### config.mk
export PLATFORM = sky130hd
export DESIGN_NAME = fetch_unit
export DESIGN_NICKNAME = d
export VERILOG_FILES = /design/src/core_cfg_pkg.sv /design/src/fetch_unit.sv
export SDC_FILE = /design/constraint.sdc
export NUM_CORES = 1
export LEC_CHECK = 0
export BUFFER_PORTS_ARGS = -buffer_cell sky130_fd_sc_hd__buf_2
export CAP_MARGIN = 20
export CORE_MARGIN = 8
export CORE_UTILIZATION = 46
export CTS_CLUSTER_DIAMETER = 40
export DETAILED_ROUTE_END_ITERATION = 7
export GPL_TIMING_DRIVEN = 0
export PLACE_DENSITY = 0.72
export SKIP_LAST_GASP = 1
export SYNTH_ARGS = -nofsm -noshare
export SYNTH_HDL_FRONTEND = slang
export SYNTH_SLANG_ARGS = --single-unit
### constraint.sdc
create_clock -name clk -period 7 [get_ports clk]
set_clock_uncertainty 0.2 [all_clocks]
set_input_delay 1.4 -clock clk [delete_from_list [all_inputs] [get_ports clk]]
set_output_delay 1.4 -clock clk [all_outputs]
set_load 0.03 [all_outputs]
### src/core_cfg_pkg.sv
`default_nettype none

package core_cfg_pkg;

    // data path width.
    localparam int XLEN = 32;

    // register index width.
    localparam int REG_AW = 5;

    // axi write response codes.
    localparam logic [1:0] RESP_OKAY   = 2'b00;
    localparam logic [1:0] RESP_SLVERR = 2'b10;

endpackage

`default_nettype wire

### src/fetch_unit.sv
`timescale 1ns/100ps
`default_nettype none

module fetch_unit #(
    parameter int IMEM_DEPTH = 256,
    localparam int AW = $clog2(IMEM_DEPTH)
) (
    input  logic                          clk,
    input  logic                          rstn,
    input  logic                          run,
    input  logic [core_cfg_pkg::XLEN-1:0] imem_rdata,
    output logic                          imem_en,
    output logic [AW-1:0]                 imem_addr,
    output logic                          if_valid,
    output logic [core_cfg_pkg::XLEN-1:0] if_pc,
    output logic                          halted
);

    localparam logic [core_cfg_pkg::XLEN-1:0] PC_STEP = 4;
    localparam logic [core_cfg_pkg::XLEN-1:0] END_PC  = IMEM_DEPTH * 4;

    logic [core_cfg_pkg::XLEN-1:0] pc;
    logic [core_cfg_pkg::XLEN-1:0] fetch_pc_q;
    logic                          fetch_v_q;
    logic                          stop_hit;
    logic                          pc_end;
    logic                          stopped;
    logic                          ex_busy;

    // zero word marks the end of the program.
    assign stop_hit  = fetch_v_q && (imem_rdata == '0);
    assign pc_end    = (pc == END_PC);
    assign imem_en   = run && !stopped && !stop_hit && !pc_end;
    assign imem_addr = pc[AW+1:2];
    assign if_valid  = fetch_v_q && !stop_hit;
    assign if_pc     = fetch_pc_q;

    always_ff @(posedge clk or negedge rstn) begin
        if (!rstn) begin
            pc        <= '0;
            fetch_v_q <= 1'b0;
            stopped   <= 1'b0;
            ex_busy   <= 1'b0;
            halted    <= 1'b0;
        end else begin
            fetch_v_q <= imem_en;
            if (imem_en) begin
                pc <= pc + PC_STEP;
            end
            if (stop_hit || (run && pc_end)) begin
                stopped <= 1'b1;
            end
            // shadow of the execute stage valid.
            ex_busy <= if_valid;
            // decode and execute empty, last writeback retires now.
            if (stopped && !if_valid && !ex_busy) begin
                halted <= 1'b1;
            end
        end
    end

    always_ff @(posedge clk) begin
        if (imem_en) begin
            fetch_pc_q <= pc;
        end
    end

    // nothing fetched and nothing left in flight once halted.
    no_fetch_halted: assert property (@(posedge clk) disable iff (!rstn)
        halted |-> !imem_en && !fetch_v_q && !ex_busy);

endmodule

`default_nettype wire

# [Yosys cells after proc, flatten, opt, wreduce, memory -nomap -nowiden]
# Index checks and enable logic that the tools add are counted.
[word_totals] regBits=68 latch_bits=0 mem_bits_rw=0 mem_bits_ro=0 output_inout_bits=43 word_cells=23 n_memories=0
[op_classes] addsub=1 multipliers=0 div_mod_pow=0 order_cmp=0 eq_ne=1 shift=0 muxes=0 bitwise_logic=0 n_reduce_logical=15
[ops] op="32-bit by 3-bit adder with 32-bit output, second input constant" n=1
[ops] op="32-bit by 11-bit == test with 1-bit output, second input constant" n=1
[ops] op="32-bit logical NOT" n=1
[ops] op="1-bit logical AND" n=8
[ops] op="1-bit logical NOT" n=5
[ops] op="1-bit logical OR" n=1

# [Depth between registers and ports, before layout]
[logic_depth] ltp_word=7 mapped_depth=7 ltp_nobuf=7

# [Worst setup path before layout]
# No wires, ideal clock.
[synth_timing] kind="input-to-output" from="input port imem_rdata[16] (netlist name)" to="output port imem_en" arrival_ps=4506 setup_slack_ps=894 stages=4 n_path_buf=0 path_cell_list="nor4_1 -> nand4_1 -> nor3_1 -> nor3_1"
[synth_between] elab_chain_cells=5
[synth_lines] element="start, declared" line_no="fetch_unit.sv:11" source="input logic [core_cfg_pkg::XLEN-1:0] imem_rdata,"
[synth_lines] element="32-bit logical NOT" line_no="fetch_unit.sv:31" source="assign stop_hit = fetch_v_q && (imem_rdata == '0);"
[synth_lines] element="1-bit logical AND" line_no="fetch_unit.sv:31"
[synth_lines] element="1-bit logical NOT" line_no="fetch_unit.sv:33" source="assign imem_en = run && !stopped && !stop_hit && !pc_end;"
[synth_lines] element="1-bit logical AND (2 in series)" line_no="fetch_unit.sv:33"
[synth_lines] element="end, declared" line_no="fetch_unit.sv:12" source="output logic imem_en,"
# No other way between the ends.

# [Final worst setup path]
[layout_timing] from="input port imem_rdata[25] (netlist name)" to="output port imem_en"
# Same word-level chain as after synthesis.

==> results.json <==
{
  "status": "finished clean",
  "synth-xor-area-share_pct": 9.27,
  "die_w_um": 93.2,
  "rows": 28,
  "rsz0062_at_grt": "false",
  "r2r_start": "pc[2]$_DFFE_PN0P_",
  "ir_worst_vdd_v": 0.000184,
  "power_density_nw_per_um2": 306,
  "synthSimpleGateAreaFrac_pct": 20.3,
  "required_ps": 5400,
  "setup_violations": 0,
  "crit_start": "imem_rdata[25]",
  "ys_seq_area_share_pct": 63.9,
  "fin_setup_tns_ps": 0,
  "syn_inst": 210,
  "placed_area_um2": 3240,
  "die-area_um2": 8690,
  "endpoint_kind": "primary output",
  "die_y_um": 93.2,
  "synth_top_family_by_area": "simple AND/OR/NAND/NOR gates",
  "grt_max_degree": 35,
  "worst_hold_startpoint": "halted$_DFFE_PN0P_",
  "clkTransAtPathRegs_ps": 60,
  "layout_commonest_cell": "buf_2",
  "worstSetupPathType": "in2out",
  "finish.utilization_pct": 58.4,
  "worst_pin_slew_ps": 772,
  "path_cells": "buf_2 > nor4_1 > nand4_1 > nor3_1 > nor3_2 > buf_6 > buf_2",
  "dp_cells": 363,
  "synth.top_cell.area_share_pct": 32.9,
  "hold_depth": 1,
  "cts_buffers": 9,
  "nFillCells": 480,
  "first_iter_violations": 93,
  "dr.pass1.iters": 4,
  "postCtsResizedCells": 0,
  "synth_area_leaders": "edfxtp_1 33%, dfrtp_1 31%, xor2_1 8.3%",
  "yosys_warnings": 0,
  "stdcell_count": 379,
  "antenna_cells": 0,
  "max_freq_ghz": 0.224,
  "gp_congestion": 0.860,
  "maxCapViolCount": 0,
  "cp_slowest_cell": "nor3_1",
  "critPathMaxFanout": 15,
  "cts_tree": "built",
  "slew_headroom_pct": 48.5,
  "yosysTopAreaCell": "edfxtp_1",
  "antenna_found_initial": 0,
  "synth_mux_area_share_pct": 0.411,
  "crit_path_max_incr_delay_ps": 340,
  "nNetsFinal": 336,
  "clock_latency_ps": 340,
  "layout-drive-gt1-share_pct": 37.5,
  "p_leak_nw": 1.55,
  "cts_setup_buffers": 0,
  "crit_end": "imem_en",
  "synth-compound-area-share_pct": 0.593,
  "ff2ff_path_depth": 8,
  "synth_area_per_cell_um2": 13.1,
  "clock-sinks": 64,
  "grt_pass1_wl_um": 9940,
  "htree_levels": 3,
  "finalMaxSlewViolations": 0,
  "io_buffers": 75,
  "drcViolationCount": 0,
  "initial_core_util_pct": 46.9,
  "clockBufferDepth": 2,
  "crit_arrival_ps": 2870,
  "final.period_utilization_pct": 63.8,
  "netlist_area_um2": 2740,
  "r2r-end": "pc[3]$_DFFE_PN0P_",
  "drtAntennaViolNets": 0,
  "grt_usage_pct": 14.7,
  "synth-adder-area-share_pct": 0.913,
  "critPathLaunchType": "primary input",
  "hold_viol": 0,
  "mostFrequentLayoutCells": "75 x buf_2, 34 x dfrtp_1, 30 x edfxtp_1",
  "fin_area_um2": 3420,
  "hp-class": "reg2reg",
  "placeableCoreArea_um2": 5850,
  "wl_per_cell_um": 16.0,
  "io_pins": 78,
  "vias": 1982,
  "synthToLayoutAreaGrowth_pct": 24.6,
  "grt.overflow.total": 0,
  "synth.distinct_cells": 27,
  "routed_wl_um": 6060,
  "cts-root-buf": "clkbuf_8",
  "rrSetupSlack_ps": 4340,
  "dp.final_hpwl_um": 4420,
  "cp_common_cell": "buf_2",
  "via_per_inst": 5.23,
  "hold_buffers": 0,
  "fin_crit_ps": 4470,
  "grt_pass1_vias": 2058,
  "power.total_w": 0.00105,
  "synth_seq_cells": 64
}
## Yosys cell counts
cell and instances:
or2_2 1, and4_1 1, dfrtp_1 34, o21bai_1 1
nor4_1 25, edfxtp_1 30, nand3_1 12, buf_6 1
buf_4 11, nand4_1 7, nor3_2 3, nor2_1 9
nor4b_1 7, nand2_1 8, or4b_4 1, a211o_1 1
nand2b_1 4, or4_4 1, nand4_2 2, clkbuf_1 3
inv_1 5, nor3_1 10, xor2_1 26, ha_1 2
conb_1 1, mux2_2 1, xnor2_1 3
## how the worst min path moves through the flow
stage / slack [ps] / to
floorplan: 260 / pc[31]$_DFFE_PN0P_
global placement: 260 / halted$_DFFE_PN0P_
detailed placement: 270 / halted$_DFFE_PN0P_
CTS: 290 / halted$_DFFE_PN0P_
global route: 300 / halted$_DFFE_PN0P_
finish: 290 / halted$_DFFE_PN0P_
## metrics by stage
stage,setup WS [ps],hold WS [ps]
6_report,2530,286
5_1_grt,2310,301
4_1_cts,2500,287
3_5_place_dp,2500,269
3_3_place_gp,-124,256
2_1_floorplan,894,260
## layer usage
metal  up-vias  GRT usage (%)  share of wire [%]
met5         -              0                  0
met3        11           4.65                6.1
met1       964           16.9                 43
met2        59           24.0                 49
li1        948              -                  -
met4         0           8.05                1.8
## logic make-up after synthesis
| kind of cell | Yosys count |
|---|---|
| buffers and inverters | 20 |
| muxes | 1 |
| other | 1 |
| adders and majority gates | 2 |
| and+or+nand+nor | 91 |
| DFF | 64 |
| xor gates and xnor gates | 29 |
| AOI/OAI and AO/OA | 2 |
## sequential cells by signal, indices dropped and copies added (netlist names)
signal     cells
if_pc         30
ex_busy        1
fetch_v_q      1
pc            30
stopped        1
halted         1
## report_power, final
part	internal (W)	switching [W]	leakage, nW	total (W)
clock	0.000145	0.000136	0.0959	0.000281
sequential	0.000452	0.0000623	0.726	0.000515
combinational	0.0000989	0.000152	0.727	0.000251
total	0.000697	0.000350	1.55	0.00105
## critical path: cells and delay by family
family,cells,cell delay (ps)
buffers and inverters,3,480
and+or+nand+nor,4,970
## final cells by class
type	count	area [um2]	area share (%)
Timing Repair Buffer	77	398	11.6
Clock buffer	12	155	4.54
Clock inverter	4	20.0	0.586
Buffer	15	105	3.08
Multi-Input combinational cell	127	875	25.6
Inverter	5	18.8	0.549
Sequential cell	64	1750	51.3
Tap cell	75	93.8	2.75
No activity file was read; power rests on OpenSTA's default activity.
