`src/core_cfg_pkg.sv`:
```
`default_nettype none

package core_cfg_pkg;

    // data path width.
    localparam int XLEN = 32;

    // register index width.
    localparam int REG_AW = 5;

    // axi write response codes.
    localparam logic [1:0] RESP_OKAY   = 2'b00;
    localparam logic [1:0] RESP_SLVERR = 2'b10;

endpackage

`default_nettype wire

```
`src/rv_isa_pkg.sv`:
```
`default_nettype none

package rv_isa_pkg;

    // opcodes still decoded by the core.
    localparam logic [6:0] OPC_OP     = 7'b0110011;
    localparam logic [6:0] OPC_OP_IMM = 7'b0010011;

    localparam logic [2:0] F3_ADD_SUB = 3'b000;
    localparam logic [2:0] F3_SLL     = 3'b001;
    localparam logic [2:0] F3_SLT     = 3'b010;
    localparam logic [2:0] F3_SLTU    = 3'b011;
    localparam logic [2:0] F3_XOR     = 3'b100;
    localparam logic [2:0] F3_SRL_SRA = 3'b101;
    localparam logic [2:0] F3_OR      = 3'b110;
    localparam logic [2:0] F3_AND     = 3'b111;

    localparam logic [6:0] F7_BASE = 7'b0000000;
    // turns add into sub and srl into sra.
    localparam logic [6:0] F7_ALT  = 7'b0100000;

    typedef enum logic [3:0] {
        ALU_ADD,
        ALU_SUB,
        ALU_SLL,
        ALU_SLT,
        ALU_SLTU,
        ALU_XOR,
        ALU_SRL,
        ALU_SRA,
        ALU_OR,
        ALU_AND
    } alu_op_e;

    // same word seen as register or immediate format.
    typedef union packed {
        struct packed {
            logic [6:0] funct7;
            logic [4:0] rs2;
            logic [4:0] rs1;
            logic [2:0] funct3;
            logic [4:0] rd;
            logic [6:0] opcode;
        } r;
        struct packed {
            logic [11:0] imm12;
            logic [4:0]  rs1;
            logic [2:0]  funct3;
            logic [4:0]  rd;
            logic [6:0]  opcode;
        } i;
    } instr_t;

endpackage

`default_nettype wire

```
`src/pipe_if.sv`:
```
`timescale 1ns/100ps
`default_nettype none

// decode to execute, one beat per instruction.
interface issue_if;
    logic                              valid;
    logic [core_cfg_pkg::XLEN-1:0]     pc;
    logic [core_cfg_pkg::REG_AW-1:0]   rd;
    rv_isa_pkg::alu_op_e               op;
    logic [core_cfg_pkg::XLEN-1:0]     opa;
    logic [core_cfg_pkg::XLEN-1:0]     opb;

    modport src (output valid, pc, rd, op, opa, opb);
    modport dst (input valid, pc, rd, op, opa, opb);
endinterface

// writeback of a finished result.
interface wb_if;
    logic                              valid;
    logic [core_cfg_pkg::XLEN-1:0]     pc;
    logic [core_cfg_pkg::REG_AW-1:0]   rd;
    logic [core_cfg_pkg::XLEN-1:0]     data;

    modport src (output valid, pc, rd, data);
    modport sink (input valid, pc, rd, data);
endinterface

`default_nettype wire

```
`src/decode_unit.sv`:
```
`timescale 1ns/100ps
`default_nettype none

module decode_unit (
    input  logic                            clk,
    input  logic                            rstn,
    input  logic                            if_valid,
    input  logic [core_cfg_pkg::XLEN-1:0]   if_pc,
    input  logic [core_cfg_pkg::XLEN-1:0]   instr,
    output logic [core_cfg_pkg::REG_AW-1:0] rs1_addr,
    output logic [core_cfg_pkg::REG_AW-1:0] rs2_addr,
    input  logic [core_cfg_pkg::XLEN-1:0]   rs1_data,
    input  logic [core_cfg_pkg::XLEN-1:0]   rs2_data,
    input  logic                            ex_valid,
    input  logic [core_cfg_pkg::REG_AW-1:0] ex_rd,
    input  logic [core_cfg_pkg::XLEN-1:0]   ex_result,
    wb_if.sink                              wb,
    issue_if.src                            iss
);

    rv_isa_pkg::instr_t            iw;
    rv_isa_pkg::alu_op_e           op;
    logic                          is_op;
    logic                          is_imm;
    logic                          alt;
    logic                          issue;
    logic [core_cfg_pkg::XLEN-1:0] imm;
    logic [core_cfg_pkg::XLEN-1:0] src1;
    logic [core_cfg_pkg::XLEN-1:0] src2;

    // youngest producer wins.
    function automatic logic [core_cfg_pkg::XLEN-1:0] fwd(
        input logic [core_cfg_pkg::REG_AW-1:0] addr,
        input logic [core_cfg_pkg::XLEN-1:0]   rf_data
    );
        logic [core_cfg_pkg::XLEN-1:0] val;
        val = rf_data;
        if (wb.valid && (wb.rd == addr)) begin
            val = wb.data;
        end
        if (ex_valid && (ex_rd == addr)) begin
            val = ex_result;
        end
        if (addr == '0) begin
            val = '0;
        end
        return val;
    endfunction

    assign iw       = instr;
    assign rs1_addr = iw.r.rs1;
    assign rs2_addr = iw.r.rs2;
    assign is_op    = (iw.r.opcode == rv_isa_pkg::OPC_OP);
    assign is_imm   = (iw.i.opcode == rv_isa_pkg::OPC_OP_IMM);
    assign alt      = (iw.r.funct7 == rv_isa_pkg::F7_ALT);
    assign imm      = {{(core_cfg_pkg::XLEN-12){iw.i.imm12[11]}}, iw.i.imm12};

    assign src1  = fwd(rs1_addr, rs1_data);
    // immediate view replaces rs2 for op-imm.
    assign src2  = is_op ? fwd(rs2_addr, rs2_data) : imm;
    assign issue = if_valid && (is_op || is_imm) && (iw.r.rd != '0);

    always_comb begin
        op = rv_isa_pkg::ALU_ADD;
        case (iw.r.funct3)
            rv_isa_pkg::F3_ADD_SUB: begin
                // no subi in the isa.
                op = (is_op && alt) ? rv_isa_pkg::ALU_SUB : rv_isa_pkg::ALU_ADD;
            end
            rv_isa_pkg::F3_SLL:     op = rv_isa_pkg::ALU_SLL;
            rv_isa_pkg::F3_SLT:     op = rv_isa_pkg::ALU_SLT;
            rv_isa_pkg::F3_SLTU:    op = rv_isa_pkg::ALU_SLTU;
            rv_isa_pkg::F3_XOR:     op = rv_isa_pkg::ALU_XOR;
            rv_isa_pkg::F3_SRL_SRA: op = alt ? rv_isa_pkg::ALU_SRA : rv_isa_pkg::ALU_SRL;
            rv_isa_pkg::F3_OR:      op = rv_isa_pkg::ALU_OR;
            rv_isa_pkg::F3_AND:     op = rv_isa_pkg::ALU_AND;
            default:                op = rv_isa_pkg::ALU_ADD;
        endcase
    end

    always_ff @(posedge clk or negedge rstn) begin
        if (!rstn) begin
            iss.valid <= 1'b0;
        end else begin
            iss.valid <= issue;
        end
    end

    // id/ex payload.
    always_ff @(posedge clk) begin
        iss.pc  <= if_pc;
        iss.rd  <= iw.r.rd;
        iss.op  <= op;
        iss.opa <= src1;
        iss.opb <= src2;
    end

endmodule

`default_nettype wire

```
`src/flat_wrapper.sv`:
```
// flat-port wrapper written by rule: the top's interface ports become plain ports
module decode_unit_flat 
  (clk, rstn, if_valid, if_pc, instr, rs1_addr, rs2_addr, rs1_data, rs2_data, ex_valid, ex_rd, ex_result, wb_valid, wb_pc, wb_rd, wb_data, iss_valid, iss_pc, iss_rd, iss_op, iss_opa, iss_opb);
  wb_if wb_i ();
  issue_if iss_i ();
  input  logic clk;
  input  logic rstn;
  input  logic if_valid;
  input  logic [core_cfg_pkg::XLEN-1:0] if_pc;
  input  logic [core_cfg_pkg::XLEN-1:0] instr;
  output logic [core_cfg_pkg::REG_AW-1:0] rs1_addr;
  output logic [core_cfg_pkg::REG_AW-1:0] rs2_addr;
  input  logic [core_cfg_pkg::XLEN-1:0] rs1_data;
  input  logic [core_cfg_pkg::XLEN-1:0] rs2_data;
  input  logic ex_valid;
  input  logic [core_cfg_pkg::REG_AW-1:0] ex_rd;
  input  logic [core_cfg_pkg::XLEN-1:0] ex_result;
  input wire logic [$bits(wb_i.valid)-1:0] wb_valid;
  input wire logic [$bits(wb_i.pc)-1:0] wb_pc;
  input wire logic [$bits(wb_i.rd)-1:0] wb_rd;
  input wire logic [$bits(wb_i.data)-1:0] wb_data;
  output wire logic [$bits(iss_i.valid)-1:0] iss_valid;
  output wire logic [$bits(iss_i.pc)-1:0] iss_pc;
  output wire logic [$bits(iss_i.rd)-1:0] iss_rd;
  output wire logic [$bits(iss_i.op)-1:0] iss_op;
  output wire logic [$bits(iss_i.opa)-1:0] iss_opa;
  output wire logic [$bits(iss_i.opb)-1:0] iss_opb;
  assign wb_i.valid = wb_valid;
  assign wb_i.pc = wb_pc;
  assign wb_i.rd = wb_rd;
  assign wb_i.data = wb_data;
  assign iss_valid = iss_i.valid;
  assign iss_pc = iss_i.pc;
  assign iss_rd = iss_i.rd;
  assign iss_op = iss_i.op;
  assign iss_opa = iss_i.opa;
  assign iss_opb = iss_i.opb;
  decode_unit u_core (.clk(clk), .rstn(rstn), .if_valid(if_valid), .if_pc(if_pc), .instr(instr), .rs1_addr(rs1_addr), .rs2_addr(rs2_addr), .rs1_data(rs1_data), .rs2_data(rs2_data), .ex_valid(ex_valid), .ex_rd(ex_rd), .ex_result(ex_result), .wb(wb_i), .iss(iss_i));
endmodule
```
`config.mk`:
```
export PLATFORM = sky130hd
export DESIGN_NAME = decode_unit_flat
export DESIGN_NICKNAME = d
export VERILOG_FILES = /design/src/core_cfg_pkg.sv /design/src/rv_isa_pkg.sv /design/src/pipe_if.sv /design/src/decode_unit.sv /design/src/flat_wrapper.sv
export SDC_FILE = /design/constraint.sdc
export NUM_CORES = 1
export LEC_CHECK = 0
export BUFFER_PORTS_ARGS = -buffer_cell sky130_fd_sc_hd__buf_4
export CORE_AREA = 2 2 136 138
export DETAILED_ROUTE_END_ITERATION = 12
export DIE_AREA = 0 0 138 140
export GPL_TIMING_DRIVEN = 0
export MAX_ROUTING_LAYER = met4
export PLACE_DENSITY = 0.51
export SLEW_MARGIN = 20
export SYNTH_ARGS = -nofsm -noshare
export SYNTH_HDL_FRONTEND = slang
export SYNTH_SLANG_ARGS = --single-unit
```
`constraint.sdc`:
```
create_clock -name clk -period 0.8 [get_ports clk]
set_input_delay 0.04 -clock clk [delete_from_list [all_inputs] [get_ports clk]]
set_output_delay 0.04 -clock clk [all_outputs]
set_load 0.05 [all_outputs]
```
# Word level (Yosys, flattened, before mapping)
# Index checks and enable logic that the tools add are counted.
dict set report word_totals {
  n_memories 0
  elab_cells 41
  in_bits 239
  ram_bits 0
  register_bits 106
  latch_bits 0
  output_inout_bits 116
  rom_bits 0
}
dict set report classes {
  reduce_logical 12
  muxes 9
  multipliers 0
  bitwise 0
  n_eq_ne 14
  shifts 0
  addsub 0
  div 0
  order_cmp 0
}
# operator n
set ops {}
lappend ops {{32-bit 2-to-1 mux} 6}
lappend ops {{4-bit one-hot mux with 8 select lines} 1}
lappend ops {{5-bit == test} 4}
lappend ops {{7-bit by 6-bit == test with 1-bit output (second input constant)} 2}
lappend ops {{3-bit == test (second input constant)} 4}
lappend ops {{5-bit logical NOT} 2}
lappend ops {{7-bit by 5-bit == test with 1-bit output (second input constant)} 1}
lappend ops {{1-bit logical AND} 7}
lappend ops {{3-bit by 2-bit == test with 1-bit output (second input constant)} 2}
lappend ops {{5-bit nonzero test} 1}
lappend ops {{3-bit by 1-bit == test with 1-bit output (second input constant)} 1}
lappend ops {{3-bit logical NOT} 1}
lappend ops {{1-bit 2-to-1 mux} 2}
lappend ops {{1-bit logical OR} 1}

# Depth between registers and ports, before layout
dict set report logic_depth {
  depth_word 6
  depth_mapped 7
  ltp_nobuf 5
}

# Worst setup path after synthesis
# OpenSTA, ideal clock, no wires.
dict set report synth_path {
  kind {input to register}
  from {input wb_rd[0]}
  to {register u_core.iss.opa[1]}
  setup_time_ns 0.086
  required_time_ns 0.714
  n_path_buf 1
  path_stages 6
  arrival_time_ns 1.160
  setup_slack_ns -0.445
  cell_sequence {xor2_1 nor4_2 nand3_2 buf_6 mux2i_1 a211oi_1}
}
dict set report synth_via {
  elab_chain_cells 4
}
# item line_no
set synth_lines {}
lappend synth_lines {{from (decl)} flat_wrapper.sv:20} ;# input wire logic [$bits(wb_i.rd)-1:0] wb_rd;
lappend synth_lines {{5-bit == test} decode_unit.sv:38} ;# if (wb.valid && (wb.rd == addr)) begin
lappend synth_lines {{1-bit logical AND} decode_unit.sv:38}
lappend synth_lines {{32-bit 2-to-1 mux} decode_unit.sv:38}
lappend synth_lines {{32-bit 2-to-1 mux} decode_unit.sv:41} ;# if (ex_valid && (ex_rd == addr)) begin
lappend synth_lines {{to (signal assigned)} decode_unit.sv:94} ;# iss.opa <= src1;
lappend synth_lines {{to (decl)} pipe_if.sv:13} ;# modport src (output valid, pc, rd, op, opa, opb);
# Every way passes these cells.
# A chain may end at the register's enable or synchronous reset.

# Worst setup path after layout
dict set report layout_path {
  from {input instr[15] in the netlist's numbering}
  to {register u_core.iss.opa[3]}
}
dict set report layout_via {
  elab_chain_cells 4
  elab_cells_between_ends 7
  classes_between {eq/ne: 2; mux: 2; reduce/logical: 3}
}
# item line_no
set layout_lines {}
lappend layout_lines {{from (decl)} flat_wrapper.sv:10} ;# input logic [core_cfg_pkg::XLEN-1:0] instr;
lappend layout_lines {{5-bit == test} decode_unit.sv:38}
lappend layout_lines {{1-bit logical AND} decode_unit.sv:38}
lappend layout_lines {{32-bit 2-to-1 mux} decode_unit.sv:38}
lappend layout_lines {{32-bit 2-to-1 mux} decode_unit.sv:41}
# Several ways; a longest one is shown, not always the timed one.

==> metrics.txt <==
result of the run=finished, violations left; violations in the final reports=hold timing, setup timing; Critical-path top delay cell=nor4_2; total of endpoints with negative setup slack in the final report=171; mux share of post-synthesis cell area=0.0761; total number of H-tree levels=3; number of storage elements in the synthesis netlist=106; overall die area=19,300 um^2; RSZ-0062 raised after global routing=yes; CP delay by family, top=buffers and inverters; Critical Path Max Stage Delay=about 0.29 ns; Vias=between 5k and 6k; fraction of the core area covered by cells at the end of the flow=0.588; combinational family with the most area after synthesis=compound AO/OA/AOI/OAI gates; total iterations of the first detailed-routing run=4; Min-Delay Endpoint=u_core.iss.opb[20]$_DFF_P_; number of violations reported at the end of detailed-routing iteration 0=roughly 160; cell with the most instances on the worst path=buf_8; count of unresolved DRC violations after routing=0; Pwr Total=about 0.015 W; Final ANT Viol Nets=0; worst-margin pin slew=~0.40 ns; nature of the critical path startpoint=input pin; cell-by-cell listing of the critical path=buf_8 -> xor2_2 -> nor4_2 -> nand3_2 -> buf_8 -> buf_12 -> mux2i_1 -> a211oi_1; Die Span X=around 140 um; starting density of the core=0.244; Layout Nets=between 1k and 1.5k; die outline height=140 um; clock slew at reported path FFs=0.08 ns; via count of the first global-routing pass=approximately 5.7k; Core Region=~18,000 um^2; Mapped Nets=roughly 680; Yosys cell types=33; combined global-route utilization of all metal layers=0.225; pin count of the biggest net entering global routing=20; relative slew slack=0.730; top cell type's share of synthesized area=0.484; share of the yosys chip area belonging to registers=0.490; most used cells in the layout excluding fill and tap cells=226 x buf_4, 110 x dlygate4sd3_1, 105 x dfxtp_2, 103 x buf_8, 47 x a211oi_1; post-synthesis simple-gate area fraction=0.0853; hold violation total from the final report=2; critical path data required time=around 1.1 ns; leakage power total=between 4 and 5 nW; gate count after technology mapping=between 400 and 500; post-DP HPWL=roughly 15 mm; Critical Path Start=instr[15]; number of sinks on the clock net=around 110; RD Place Congestion=0.824; worst hold path class=input pin to register; largest driver fanout on the critical path=10; combined buffer and inverter count along the critical path=3; adder and majority cell fraction of the synthesized area=0; Total Routed Length=around 23 mm; cell count of the worst hold path=3; ratio of cells with drive above 1 in the final layout=0.653; final slew viol count=0; type of the worst setup path=input pin to register; global route total overflow=0; IO buf count=between 300 and 400; clock buffer depth=2; Cell Pwr Density=~1500 nW/um^2; most common cell after layout, fill and taps aside=buf_4; row count=slightly below 50; first-pass GRT wire length=around 33 mm; I/O Pins=355; leading post-synthesis cells by cell area=dfxtp_1 48%, a211oi_1 11%, mux2i_1 7.6%; hold wc startpoint=wb_data[20]; share of the synthesized area in compound gates (AO/OA/AOI/OAI)=0.246; data arrival at the endpoint of the critical path=approximately 1.4 ns; Root Buffer Master=clkbuf_16; post-synthesis xor/xnor area fraction=0.0403; number of CTS-inserted buffers=9; hold slack final=-0.00925 ns; number of max-cap violations=0; Post-Place Worst Slack=-1.21 ns; routed vias/inst=around 4.7; total number of yosys warnings=0; setup slack after layout=-0.381 ns; fmax=0.846 GHz; worst IR drop on VDD=1.05 mV; TritonCTS clock tree=yes; antenna violations before repair=1; CP Capture Type=register; Avg WL per Cell=approximately 20 um; period utilisation layout=1.48; Final min period=1.18 ns; area delta synth->final=141%; dominant cell type by area after synthesis=dfxtp_1; Avg Synthesized Cell Area=9.87 um^2; netlist area before placement=~4300 um^2
-- how the worst max path moves through the flow --
stage	to	slack, ns	depth (start not counted)
6_report	u_core.iss.opa[3]$_SDFF_PN0_	-0.38	8
3_5_place_dp	u_core.iss.opb[25]$_DFF_P_	-1.21	7
2_1_floorplan	u_core.iss.opa[1]$_SDFF_PN0_	-0.41	6
4_1_cts	u_core.iss.opb[21]$_DFF_P_	-0.36	9
5_1_grt	u_core.iss.opb[11]$_DFF_P_	-0.44	9
3_3_place_gp	u_core.iss.opb[25]$_DFF_P_	-1.17	7
-- sequential cells by signal, summed over array words and instances (netlist names) --
register,cells
u_core.iss.valid,1
u_core.iss.pc,32
u_core.iss.opb,32
u_core.iss.rd,5
u_core.iss.opa,32
u_core.iss.op,4
-- kinds of logic after synthesis --
group | after synthesis
xor gates and xnor gates | 20
AOI/OAI and AO/OA | 164
DFF | 106
and+or+nand+nor | 72
buffers and inverters | 45
muxes | 33
-- routing by layer --
metal	part of all wire	vias up	track usage	wire length, um
li1	-	2526	-	-
met1	0.41	2541	0.261	9310
met2	0.51	251	0.389	11500
met3	0.057	43	0.0499	1300
met4	0.026	0	0.0720	595
met5	0	-	-	0
-- cell usage after synthesis --
cell type  number
a211oi_1       64
a21boi_0       29
a21boi_1        1
a21oi_2         1
and2_1          2
and3_1          3
and4_4          1
buf_2          14
buf_4          11
buf_6           6
clkbuf_1       13
dfrtp_1         1
dfxtp_1       105
inv_1           1
mux2i_1        33
nand2_1        13
nand2b_1        2
nand3_1         2
nand3_2         2
nand4_1         1
nor2_1         36
nor2b_1         1
nor3_1          1
nor4_2          3
nor4b_1         1
nor4b_2         1
o211ai_1        1
o21ai_0        35
o21ai_1        32
o31a_1          1
or4_1           3
xnor2_1         6
xor2_1         14
-- through the flow --
step	std cells	TNS (ns)	cell area (um^2)
2_1_floorplan	440	-24.40	4440
3_3_place_gp	991	-63.71	7140
3_5_place_dp	991	-64.63	7140
4_1_cts	1137	-29.26	9870
5_1_grt	1147	-35.46	10400
6_report	1147	-27.96	10400
-- report_power, final --
| part | switching, W | leakage (nW) | total, W | internal, W |
|---|---|---|---|---|
| combinational | 0.00242 | 3.68 | 0.00488 | 0.00246 |
| clock | 0.00219 | 0.135 | 0.00439 | 0.00219 |
| sequential | 0.000220 | 0.902 | 0.00591 | 0.00568 |
| total | 0.00483 | 4.72 | 0.0152 | 0.0103 |
-- worst min-delay path, cell delays in order --
cell	delay (ns)
buf_4	0.09
a211oi_1	0.07
o21ai_2	0.11
-- final cells by class --
type / count / area (um^2)
inverters: 1 / 3.75
fillers: 1491 / 7330
well taps: 229 / 287
clock inverters: 6 / 57.6
diodes: 1 / 2.50
flip-flops and latches: 106 / 2260
repair buffers: 461 / 4710
plain buffers: 44 / 523
clock buffers: 10 / 229
multi-input cells: 289 / 2370
-- repair_timing --
action | in CTS | in global routing
pin swaps | 29 | 36
hold buffers | 111 | 0
buffers inserted | 13 | 5
gates cloned | 6 | 5
resized for setup | 368 | 116
endpoints found under the hold margin | 104 | 0
endpoints found under the setup margin | 171 | 173
No activity file was read; power rests on OpenSTA's default activity.
